<file path="src/rtl/md_pkg.sv">
// ##########################################################################
// Shared definitions of the RV32M multiply/divide unit
// Operation encoding and datapath width constants
// ##########################################################################

`default_nettype none

package md_pkg;

  // Operation requested from the multiply/divide unit
  typedef enum logic [1:0] {
    MD_OP_MULL,
    MD_OP_MULH,
    MD_OP_DIV,
    MD_OP_REM
  } md_op_e;

  // Operand and result width
  localparam int unsigned MD_WIDTH     = 32;
  // Width of one multiplier slice
  localparam int unsigned MD_HALF      = 16;
  // Accumulator and remainder width, two guard bits for the signed sum
  localparam int unsigned MD_ACC_WIDTH = 34;
  // Division step counter
  localparam int unsigned MD_CNT_WIDTH = 5;
  localparam int unsigned MD_DIV_LAST  = 31;

endpackage

`default_nettype wire

</file>
<file path="src/rtl/md_mult_fast.sv">
// ##########################################################################
// Multi-cycle multiplier built on one 17x17 multiply-accumulate kernel
// MUL takes three cycles, MULH/MULHSU/MULHU take four
// ##########################################################################

`default_nettype none

module md_mult_fast (
  input  logic                           clk_i,
  input  logic                           rst_ni,
  input  logic                           en_i,
  input  logic                           ready_i,
  input  md_pkg::md_op_e                 operator_i,
  input  logic [1:0]                     signed_mode_i,
  input  logic [md_pkg::MD_WIDTH-1:0]    op_a_i,
  input  logic [md_pkg::MD_WIDTH-1:0]    op_b_i,
  output logic [md_pkg::MD_WIDTH-1:0]    result_o,
  output logic                           valid_o
);

  localparam int unsigned W = md_pkg::MD_WIDTH;
  localparam int unsigned H = md_pkg::MD_HALF;
  localparam int unsigned A = md_pkg::MD_ACC_WIDTH;

  typedef enum logic [1:0] {
    ALBL,
    ALBH,
    AHBL,
    AHBH
  } mult_state_e;

  mult_state_e state_q, state_d;

  logic [H-1:0]        mult_op_a;
  logic [H-1:0]        mult_op_b;
  logic                sign_a;
  logic                sign_b;
  logic [A-1:0]        accum;
  logic signed [A-1:0] mac_res;
  logic [A-1:0]        mac_res_d;
  logic [A-1:0]        acc_q;
  logic                signed_mult;
  logic                hold;
  logic                step_en;

  assign signed_mult = (signed_mode_i != 2'b00);

  // Both guard bits of the kernel output carry the same value, so 34 bits suffice
  assign mac_res = $signed({sign_a, mult_op_a}) * $signed({sign_b, mult_op_b}) + $signed(accum);

  always_comb begin
    mult_op_a = op_a_i[H-1:0];
    mult_op_b = op_b_i[H-1:0];
    sign_a    = 1'b0;
    sign_b    = 1'b0;
    accum     = '0;
    mac_res_d = mac_res;
    state_d   = state_q;
    valid_o   = 1'b0;
    hold      = 1'b0;

    unique case (state_q)
      ALBL: begin
        // al*bl, always unsigned
        state_d = ALBH;
      end

      ALBH: begin
        // al*bh, shifted down by one slice
        mult_op_b = op_b_i[W-1:H];
        sign_b    = signed_mode_i[1] & op_b_i[W-1];
        accum     = {{(A-H){1'b0}}, acc_q[W-1:H]};
        if (operator_i == md_pkg::MD_OP_MULL) begin
          // Keep the low product half below the new partial sum
          mac_res_d = {2'b00, mac_res[H-1:0], acc_q[H-1:0]};
        end
        state_d = AHBL;
      end

      AHBL: begin
        // ah*bl
        mult_op_a = op_a_i[W-1:H];
        sign_a    = signed_mode_i[0] & op_a_i[W-1];
        if (operator_i == md_pkg::MD_OP_MULL) begin
          accum     = {{(A-H){1'b0}}, acc_q[W-1:H]};
          mac_res_d = {2'b00, mac_res[H-1:0], acc_q[H-1:0]};
          valid_o   = 1'b1;
          hold      = ~ready_i;
          state_d   = ALBL;
        end else begin
          accum   = acc_q;
          state_d = AHBH;
        end
      end

      AHBH: begin
        // ah*bh on top of the middle sum shifted down by one slice
        mult_op_a = op_a_i[W-1:H];
        mult_op_b = op_b_i[W-1:H];
        sign_a    = signed_mode_i[0] & op_a_i[W-1];
        sign_b    = signed_mode_i[1] & op_b_i[W-1];
        accum     = {{H{signed_mult & acc_q[A-1]}}, acc_q[A-1:H]};
        valid_o   = 1'b1;
        hold      = ~ready_i;
        state_d   = ALBL;
      end

      default: begin
        state_d = ALBL;
      end
    endcase
  end

  // Nothing moves while a finished result waits for the consumer
  assign step_en = en_i & ~hold;

  always_ff @(posedge clk_i or negedge rst_ni) begin
    if (!rst_ni) begin
      state_q <= ALBL;
    end else if (step_en) begin
      state_q <= state_d;
    end
  end

  always_ff @(posedge clk_i) begin
    if (step_en) begin
      acc_q <= mac_res_d;
    end
  end

  assign result_o = mac_res_d[W-1:0];

endmodule

`default_nettype wire

</file>
<file path="src/rtl/md_div_long.sv">
// ##########################################################################
// Restoring long divider for DIV/DIVU/REM/REMU
// Absolute value, 32 compare-and-subtract steps, then sign fix
// ##########################################################################

`default_nettype none

module md_div_long (
  input  logic                           clk_i,
  input  logic                           rst_ni,
  input  logic                           en_i,
  input  logic                           ready_i,
  input  md_pkg::md_op_e                 operator_i,
  input  logic [1:0]                     signed_mode_i,
  input  logic [md_pkg::MD_WIDTH-1:0]    op_a_i,
  input  logic [md_pkg::MD_WIDTH-1:0]    op_b_i,
  output logic [md_pkg::MD_WIDTH-1:0]    result_o,
  output logic                           valid_o
);

  localparam int unsigned W = md_pkg::MD_WIDTH;
  localparam int unsigned A = md_pkg::MD_ACC_WIDTH;
  localparam int unsigned C = md_pkg::MD_CNT_WIDTH;

  typedef enum logic [2:0] {
    IDLE,
    ABS_A,
    ABS_B,
    COMP,
    LAST,
    CHANGE_SIGN,
    FINISH
  } div_state_e;

  div_state_e state_q, state_d;

  logic [W-1:0] numerator_q, numerator_d;
  logic [W-1:0] denominator_q, denominator_d;
  logic [W-1:0] quotient_q, quotient_d;
  logic [A-1:0] remainder_q, remainder_d;
  logic [C-1:0] cnt_q, cnt_d;

  // Subtractor shared by the abs, compare and negate steps
  logic [W:0]   sub_a;
  logic [W:0]   sub_b;
  logic [W+1:0] sub_ext;
  logic [W-1:0] sub_res;
  logic         sub_borrow;

  logic         sign_a;
  logic         sign_b;
  logic         b_zero;
  logic         div_change_sign;
  logic         rem_change_sign;
  logic         is_greater_equal;
  logic [W-1:0] one_shift;
  logic [W-1:0] next_remainder;
  logic [W-1:0] next_quotient;
  logic         hold;
  logic         step_en;

  assign sub_ext    = {1'b0, sub_a} - {1'b0, sub_b};
  assign sub_res    = sub_ext[W-1:0];
  assign sub_borrow = sub_ext[W+1];

  assign sign_a = signed_mode_i[0] & op_a_i[W-1];
  assign sign_b = signed_mode_i[1] & op_b_i[W-1];
  assign b_zero = (op_b_i == '0);

  assign div_change_sign = (sign_a ^ sign_b) & ~b_zero;
  assign rem_change_sign = sign_a;

  // Partial remainder with the next numerator bit against the divisor
  assign is_greater_equal = ~sub_borrow;
  assign next_remainder   = is_greater_equal ? sub_res : remainder_q[W-1:0];
  assign one_shift        = {{(W-1){1'b0}}, 1'b1} << cnt_q;
  assign next_quotient    = is_greater_equal ? (quotient_q | one_shift) : quotient_q;

  always_comb begin
    state_d       = state_q;
    numerator_d   = numerator_q;
    denominator_d = denominator_q;
    quotient_d    = quotient_q;
    remainder_d   = remainder_q;
    cnt_d         = cnt_q - 1'b1;
    sub_a         = '0;
    sub_b         = {1'b0, op_b_i};
    valid_o       = 1'b0;
    hold          = 1'b0;

    unique case (state_q)
      IDLE: begin
        // RV32M results for a zero divisor
        if (operator_i == md_pkg::MD_OP_DIV) begin
          remainder_d = {2'b00, {W{1'b1}}};
        end else begin
          remainder_d = {2'b00, op_a_i};
        end
        state_d = b_zero ? FINISH : ABS_A;
        cnt_d   = C'(md_pkg::MD_DIV_LAST);
      end

      ABS_A: begin
        sub_b       = {1'b0, op_a_i};
        quotient_d  = '0;
        numerator_d = sign_a ? sub_res : op_a_i;
        cnt_d       = C'(md_pkg::MD_DIV_LAST);
        state_d     = ABS_B;
      end

      ABS_B: begin
        sub_b         = {1'b0, op_b_i};
        remainder_d   = {{(A-1){1'b0}}, numerator_q[W-1]};
        denominator_d = sign_b ? sub_res : op_b_i;
        cnt_d         = C'(md_pkg::MD_DIV_LAST);
        state_d       = COMP;
      end

      COMP: begin
        sub_a       = remainder_q[W:0];
        sub_b       = {1'b0, denominator_q};
        remainder_d = {1'b0, next_remainder, numerator_q[cnt_d]};
        quotient_d  = next_quotient;
        state_d     = (cnt_q == C'(1)) ? LAST : COMP;
      end

      LAST: begin
        // Final step, keep only the value that is asked for
        sub_a      = remainder_q[W:0];
        sub_b      = {1'b0, denominator_q};
        quotient_d = next_quotient;
        if (operator_i == md_pkg::MD_OP_DIV) begin
          remainder_d = {2'b00, next_quotient};
        end else begin
          remainder_d = {2'b00, next_remainder};
        end
        state_d = CHANGE_SIGN;
      end

      CHANGE_SIGN: begin
        sub_b = {1'b0, remainder_q[W-1:0]};
        if (operator_i == md_pkg::MD_OP_DIV) begin
          remainder_d = div_change_sign ? {2'b00, sub_res} : remainder_q;
        end else begin
          remainder_d = rem_change_sign ? {2'b00, sub_res} : remainder_q;
        end
        state_d = FINISH;
      end

      FINISH: begin
        valid_o = 1'b1;
        hold    = ~ready_i;
        state_d = IDLE;
      end

      default: begin
        state_d = IDLE;
      end
    endcase
  end

  assign step_en = en_i & ~hold;

  always_ff @(posedge clk_i or negedge rst_ni) begin
    if (!rst_ni) begin
      state_q       <= IDLE;
      numerator_q   <= '0;
      denominator_q <= '0;
      quotient_q    <= '0;
      remainder_q   <= '0;
      cnt_q         <= '0;
    end else if (step_en) begin
      state_q       <= state_d;
      numerator_q   <= numerator_d;
      denominator_q <= denominator_d;
      quotient_q    <= quotient_d;
      remainder_q   <= remainder_d;
      cnt_q         <= cnt_d;
    end
  end

  // Quotient or remainder sits in the remainder register at FINISH
  assign result_o = remainder_q[W-1:0];

endmodule

`default_nettype wire

</file>
<file path="src/rtl/md_multdiv.sv">
// ##########################################################################
// Top level of the RV32M multiply/divide unit
// Joins multiplier and divider, merges valid and result
// ##########################################################################

`default_nettype none

module md_multdiv (
  input  logic                           clk_i,
  input  logic                           rst_ni,
  input  logic                           mult_en_i,
  input  logic                           div_en_i,
  input  logic                           ready_i,
  input  md_pkg::md_op_e                 operator_i,
  input  logic [1:0]                     signed_mode_i,
  input  logic [md_pkg::MD_WIDTH-1:0]    op_a_i,
  input  logic [md_pkg::MD_WIDTH-1:0]    op_b_i,
  output logic [md_pkg::MD_WIDTH-1:0]    result_o,
  output logic                           valid_o
);

  logic [md_pkg::MD_WIDTH-1:0] mult_result;
  logic [md_pkg::MD_WIDTH-1:0] div_result;
  logic                        mult_valid;
  logic                        div_valid;

  md_mult_fast u_mult (
    .clk_i         (clk_i),
    .rst_ni        (rst_ni),
    .en_i          (mult_en_i),
    .ready_i       (ready_i),
    .operator_i    (operator_i),
    .signed_mode_i (signed_mode_i),
    .op_a_i        (op_a_i),
    .op_b_i        (op_b_i),
    .result_o      (mult_result),
    .valid_o       (mult_valid)
  );

  md_div_long u_div (
    .clk_i         (clk_i),
    .rst_ni        (rst_ni),
    .en_i          (div_en_i),
    .ready_i       (ready_i),
    .operator_i    (operator_i),
    .signed_mode_i (signed_mode_i),
    .op_a_i        (op_a_i),
    .op_b_i        (op_b_i),
    .result_o      (div_result),
    .valid_o       (div_valid)
  );

  // Only one unit is enabled at a time
  assign valid_o  = mult_valid | div_valid;
  assign result_o = div_valid ? div_result : mult_result;

endmodule

`default_nettype wire

</file>
<file path="config.mk">
export PLATFORM = sky130hd
export DESIGN_NAME = md_multdiv
export DESIGN_NICKNAME = d
export VERILOG_FILES = /design/src/rtl/md_pkg.sv /design/src/rtl/md_mult_fast.sv /design/src/rtl/md_div_long.sv /design/src/rtl/md_multdiv.sv
export SDC_FILE = /design/constraint.sdc
export NUM_CORES = 2
export LEC_CHECK = 0
export BUFFER_PORTS_ARGS = -buffer_cell sky130_fd_sc_hd__buf_2
export CORE_AREA = 2 2 261 263
export DETAILED_ROUTE_END_ITERATION = 7
export DIE_AREA = 0 0 263 265
export PLACE_DENSITY = 0.65
export SLEW_MARGIN = 10
export SYNTH_ARGS = -nofsm -noshare
export SYNTH_HDL_FRONTEND = slang
export SYNTH_SLANG_ARGS = --single-unit
</file>
<file path="constraint.sdc">
create_clock -name clk_i -period 31.9 [get_ports clk_i]
set_clock_uncertainty 0.15 [all_clocks]
set_input_delay 4.785 -clock clk_i [delete_from_list [all_inputs] [get_ports clk_i]]
set_output_delay 4.785 -clock clk_i [all_outputs]
set_load 0.01 [all_outputs]
</file>
Word level (Yosys, flattened, before mapping)
Cells that the tools add are included.
W data, S select, Z words.
{"block": "op_classes", "addsub": 3, "multipliers": 1, "div_mod_pow": 0, "n_lt_le_gt_ge": 1, "n_eq_ne": 13, "n_shift": 1, "n_mux": 36, "n_bitwise": 13, "n_reduce_logical": 16}
{"op": "$mux W32", "count": 7}
{"op": "$pmux W33 S5", "count": 1}
{"op": "$mux W33", "count": 4}
{"op": "$mux W34", "count": 3}
{"op": "$pmux W34 S3", "count": 1}
{"op": "$pmux W32 S3", "count": 1}
{"op": "$pmux W32 S2", "count": 1}
{"op": "$add A34 B34 Y34", "count": 1}
{"op": "$mul A17 B17 Y34", "count": 1}
{"op": "$sub A33 B32 Y34", "count": 1}
{"op": "$logic_not A32 Y1", "count": 1}
{"op": "$mux W16", "count": 2}
{"op": "$or A32 B32 Y32", "count": 1}
{"op": "$shl A1 B5 Y32 const A", "count": 1}
{"op": "$pmux W3 S6", "count": 1}
{"op": "$eq A3 B3 Y1 const B", "count": 3}
{"op": "$pmux W2 S4", "count": 1}
{"op": "$reduce_or A2 Y1", "count": 4}
{"op": "$mux W1", "count": 7}
{"op": "$and A1 B1 Y1", "count": 6}
{"op": "$eq A2 B2 Y1 const B", "count": 3}
{"op": "$eq A3 B2 Y1 const B", "count": 2}
{"op": "$lt A5 B6 Y1 const B", "count": 1}
{"op": "$mux W3", "count": 2}
{"op": "20 further kinds", "count": 28}
{"block": "word_totals", "reg_bits": 173, "latchBits": 0, "ramBits": 0, "romBits": 0, "wordCells": 92, "mem_count": 0}

Depth between registers and ports, before layout
{"block": "logic_depth", "word_depth": 8, "mapped_depth": 33, "mapped_depth_nobuf": 29}

Cells and area by module
A second synthesis with hierarchy kept.
{"block": "hier_totals", "hier_cells": 3275, "hier_area_um2": 27611.5}
{"mod": "md_mult_fast", "n_inst": 1, "cells_per_inst": 1710, "area_each_um2": 15114.5}
{"mod": "md_div_long", "n_inst": 1, "cells_per_inst": 1528, "area_each_um2": 11950.2}
{"mod": "md_multdiv", "n_inst": 1, "cells_per_inst": 37, "area_each_um2": 546.8}

Worst setup path after synthesis
Ideal clock, no wire load.
{"block": "synth_timing", "path_kind": "input -> output", "from": "in op_a_i[31] in the netlist's numbering", "to": "out result_o[24] in the netlist's numbering", "arrival_ps": 11256, "required_ps": 26965, "slack_ps": 15709, "path_stages": 27, "cell_sequence": "nand2_1 > clkbuf_1 > nor2_1 > nand2_1 > fa_1 > inv_1 > fa_1 > fa_1 > inv_1 > fa_1 > inv_1 > fa_1 > inv_1 > fa_1 > inv_1 > ha_1 > clkbuf_1 > a21o_1 > a211oi_1 > nand2_1 > a2111o_1 > a31oi_1 > o31ai_1 > xnor2_1 > o21ai_0 > nor2_1 > nor2_1"}
{"block": "synth_via", "elab_chain_len": 7, "elab_cells_between_ends": 8}
{"item": "start, declared", "line": "md_multdiv.sv:16", "text": "input logic [md_pkg::MD_WIDTH-1:0] op_a_i,"}
{"item": "$and A1 B1 Y1", "line": "md_mult_fast.sv:83, md_mult_fast.sv:100"}
{"item": "$mux W1"}
{"item": "$mul A17 B17 Y34 *", "line": "md_mult_fast.sv:49", "text": "assign mac_res = $signed({sign_a, mult_op_a}) * $signed({sign_b, mult_op_b}) + $signed(accum);"}
{"item": "$add A34 B34 Y34 *", "line": "md_mult_fast.sv:49"}
{"item": "$mux W34", "line": "md_mult_fast.sv:73, md_mult_fast.sv:84"}
{"item": "$mux W34 *"}
{"item": "named net mult_result, one bit", "line": "md_multdiv.sv:22", "text": "logic [md_pkg::MD_WIDTH-1:0] mult_result;"}
{"item": "$mux W32 *", "line": "md_multdiv.sv:55", "text": "assign result_o = div_valid ? div_result : mult_result;"}
{"item": "end, declared", "line": "md_multdiv.sv:18", "text": "output logic [md_pkg::MD_WIDTH-1:0] result_o,"}
The timed path passes the listed nets; every way through them passes the cells marked *.

Worst setup path after layout
{"block": "layout_timing", "from": "in op_a_i[31] in the netlist's numbering", "to": "out result_o[30] in the netlist's numbering"}
Same word-level chain as after synthesis.

==> results.ini <==
[run_status]
status=finished clean

[place]
place.gp.congestion=0.980
place_inst=3995
portBuffers=105
hpwlAfterDp_um=78700

[flow_run]
cap_violations=0

[die]
rows=95
die-height_um=265
boundaryPins=106
start_util_pct=39.6
core_area_sq_um=66800
die_area_sq_um=69700
die_w_um=263

[clocking]
cts_hold_buf=0
cts.sinks=173
cts_buffers=17
cts.clk_slew.worst_paths_ps=90
clock_latency_ps=490
cts_htree_levels=4
cts_max_path_buffers=2
post_cts_buffers=0
cts_resized=0
cts_tree=done
root_buffer=clkbuf_16

[critical_path]
rrSetupSlack_ps=22300
r2r-start=u_mult.state_q[0]
crit_arrival_ps=12970
critPathSlowestCell=nand2_1
path_max_fanout=48
startpoint_type=input port
rr_endpoint=u_mult.acc_q[23]
crit_path_start=op_a_i[31]
critPathRequiredTime_ps=26970
cp_slowest_stage_delay_ps=780
cp-end-kind=output pin
r2r_cells=26
critPathKind=input port to output pin

[layout]
mostFrequentLayoutCells=inv_1 (454), nand2_1 (360), fa_1 (340)
fill_cells=6765
final_common_cell=inv_1
area_growth_pct=7.58
finalNonFillerCells=4031
drive_gt1_share_pct=9.23
final_nets=3697

[synth]
syn-instance-count=3138
ys.flop_type=dfrtp_1
async_flop_share_pct=80.3
synth_fp_nets=3694
yosysWarnings=0
synth.yosys.seq_area_share_pct=17.0
ys_types=80
netlist_area_sq_um=26400
synth_edf_count=34
synth-seq-cells=173
synth_area_per_cell_sq_um=8.43

[timing]
slew_violations=0
fmaxAchievable_ghz=0.0558
fin_setup_tns_ps=0
relSlewSlack_pct=13.9
whs_ps=333
worst_pin_slew_ps=1260
fin_crit_ps=17910
rsz0062_at_grt=false
hold_violations=0
post-route-period-util_pct=56.1
setup_viol=0

[global_routing]
antenna_found_initial=6
grt_start_max_net_pins=90
gr-total-overflow=0
grt_pass1_vias=23600
grtUsageTotal_pct=29.0
grt_first_pass_wirelength_um=150000

[worst_hold_path]
min_path_cells=2
hold_path_class=flop to flop
hold_path_end=u_div.numerator_q[7]
min-delay-start=u_div.numerator_q[7]

[routing]
vias_per_cell=5.96
wl_um=99600
drc_errors=0
dr_total_vias=24000
post_drt_wl_per_cell_um=24.7
drtIter0Drc=2950
ant_nets=0
dr.pass1.iters=6

-- per-stage QoR --
stage / area (sq um) / utilization (%) / setup WS (ps)
6_report: 28400 / 42.6 / 13990
5_1_grt: 28400 / 42.6 / 13550
4_1_cts: 28400 / 42.6 / 14120
3_5_place_dp: 27800 / 41.6 / 14150
3_3_place_gp: 27800 / 41.6 / 14060
2_1_floorplan: 26400 / - / 15710
-- flip-flops by register name, summed over array words and instances (netlist names) --
| name | count |
|---|---|
| u_div.remainder_q | 33 |
| u_div.quotient_q | 32 |
| u_div.numerator_q | 32 |
| u_div.denominator_q | 32 |
| u_mult.state_q | 2 |
| u_div.state_q | 3 |
| u_mult.acc_q | 34 |
| u_div.cnt_q | 5 |
-- cells by family (layout without fill, tap and decap cells) --
| family | after synthesis | in the layout | synth area share (%) |
|---|---|---|---|
| adder cells (fa/ha/maj) | 483 | 483 | 32.5 |
| multiplexers | 183 | 183 | 7.67 |
| other | 0 | 4 | 0 |
| buffers and inverters | 626 | 642 | 9.02 |
| AO/OA/AOI/OAI | 664 | 664 | 16.0 |
| XOR/XNOR | 69 | 69 | 2.29 |
| AND/OR/NAND/NOR | 940 | 940 | 15.5 |
| flip-flops | 173 | 173 | 17.0 |
-- Yosys cell counts, drive strengths merged, types with 18 or more instances --
| cell | count | share of area (%) |
|---|---|---|
| inv | 455 | 6.5 |
| nand2 | 363 | 5.2 |
| fa | 340 | 26 |
| nor2 | 321 | 4.6 |
| a21oi | 182 | 3.5 |
| o21ai | 170 | 3.2 |
| ha | 143 | 6.8 |
| dfrtp | 139 | 13 |
| clkbuf | 138 | 2.0 |
| mux2i | 115 | 4.4 |
| mux2 | 58 | 2.5 |
| nor3 | 51 | 0.98 |
| xnor2 | 45 | 1.5 |
| and2 | 38 | 0.90 |
| o22ai | 35 | 0.83 |
| a31oi | 34 | 0.83 |
| edfxtp | 34 | 3.9 |
| buf | 33 | 0.61 |
| o221ai | 33 | 1.1 |
| a21o | 32 | 0.91 |
| nand3 | 31 | 0.61 |
| or3 | 29 | 0.69 |
| xor2 | 24 | 0.79 |
| a22oi | 23 | 0.67 |
| and3 | 23 | 0.54 |
| nand2b | 18 | 0.43 |
| o21a | 18 | 0.51 |
-- area by class of cell --
class / instances / area, sq um / area share, %
timing repair buffer: 155 / 907 / 3.19
antenna: 4 / 10.0 / 0.0352
clock inverter: 15 / 209 / 0.735
multi-input combinational: 2339 / 19600 / 68.9
sequential: 173 / 4500 / 15.8
clock buffer: 17 / 425 / 1.50
inverter: 455 / 1710 / 6.00
tap: 873 / 1090 / 3.84
-- critical path, delay by kind of cell --
| family | cells | cell delay (ps) |
|---|---|---|
| xor+xnor | 1 | 200 |
| simple gates | 8 | 2220 |
| buf+inv | 8 | 840 |
| fa+ha+maj | 7 | 3510 |
| mux | 1 | 220 |
| compound gates | 3 | 1190 |
-- worst max path at each step --
stage                   endpoint  slack, ps  cells after the start
finish              result_o[30]      13990                     28
global route        result_o[31]      13550                     28
CTS                 result_o[31]      14120                     28
detailed placement  result_o[31]      14150                     28
global placement    result_o[23]      14060                     28
floorplan           result_o[24]      15710                     27
-- layer usage --
metal	up-vias	GRT usage, %	share of wire [%]
li1	10500	-	-
met1	11800	39.2	40
met2	1414	42.4	42
met3	304	6.40	11
met4	0	17.6	6.6
met5	-	0	0
Power is not shown: default switching activity piles up to over one toggle a cycle in this logic, so the estimate is an artifact.
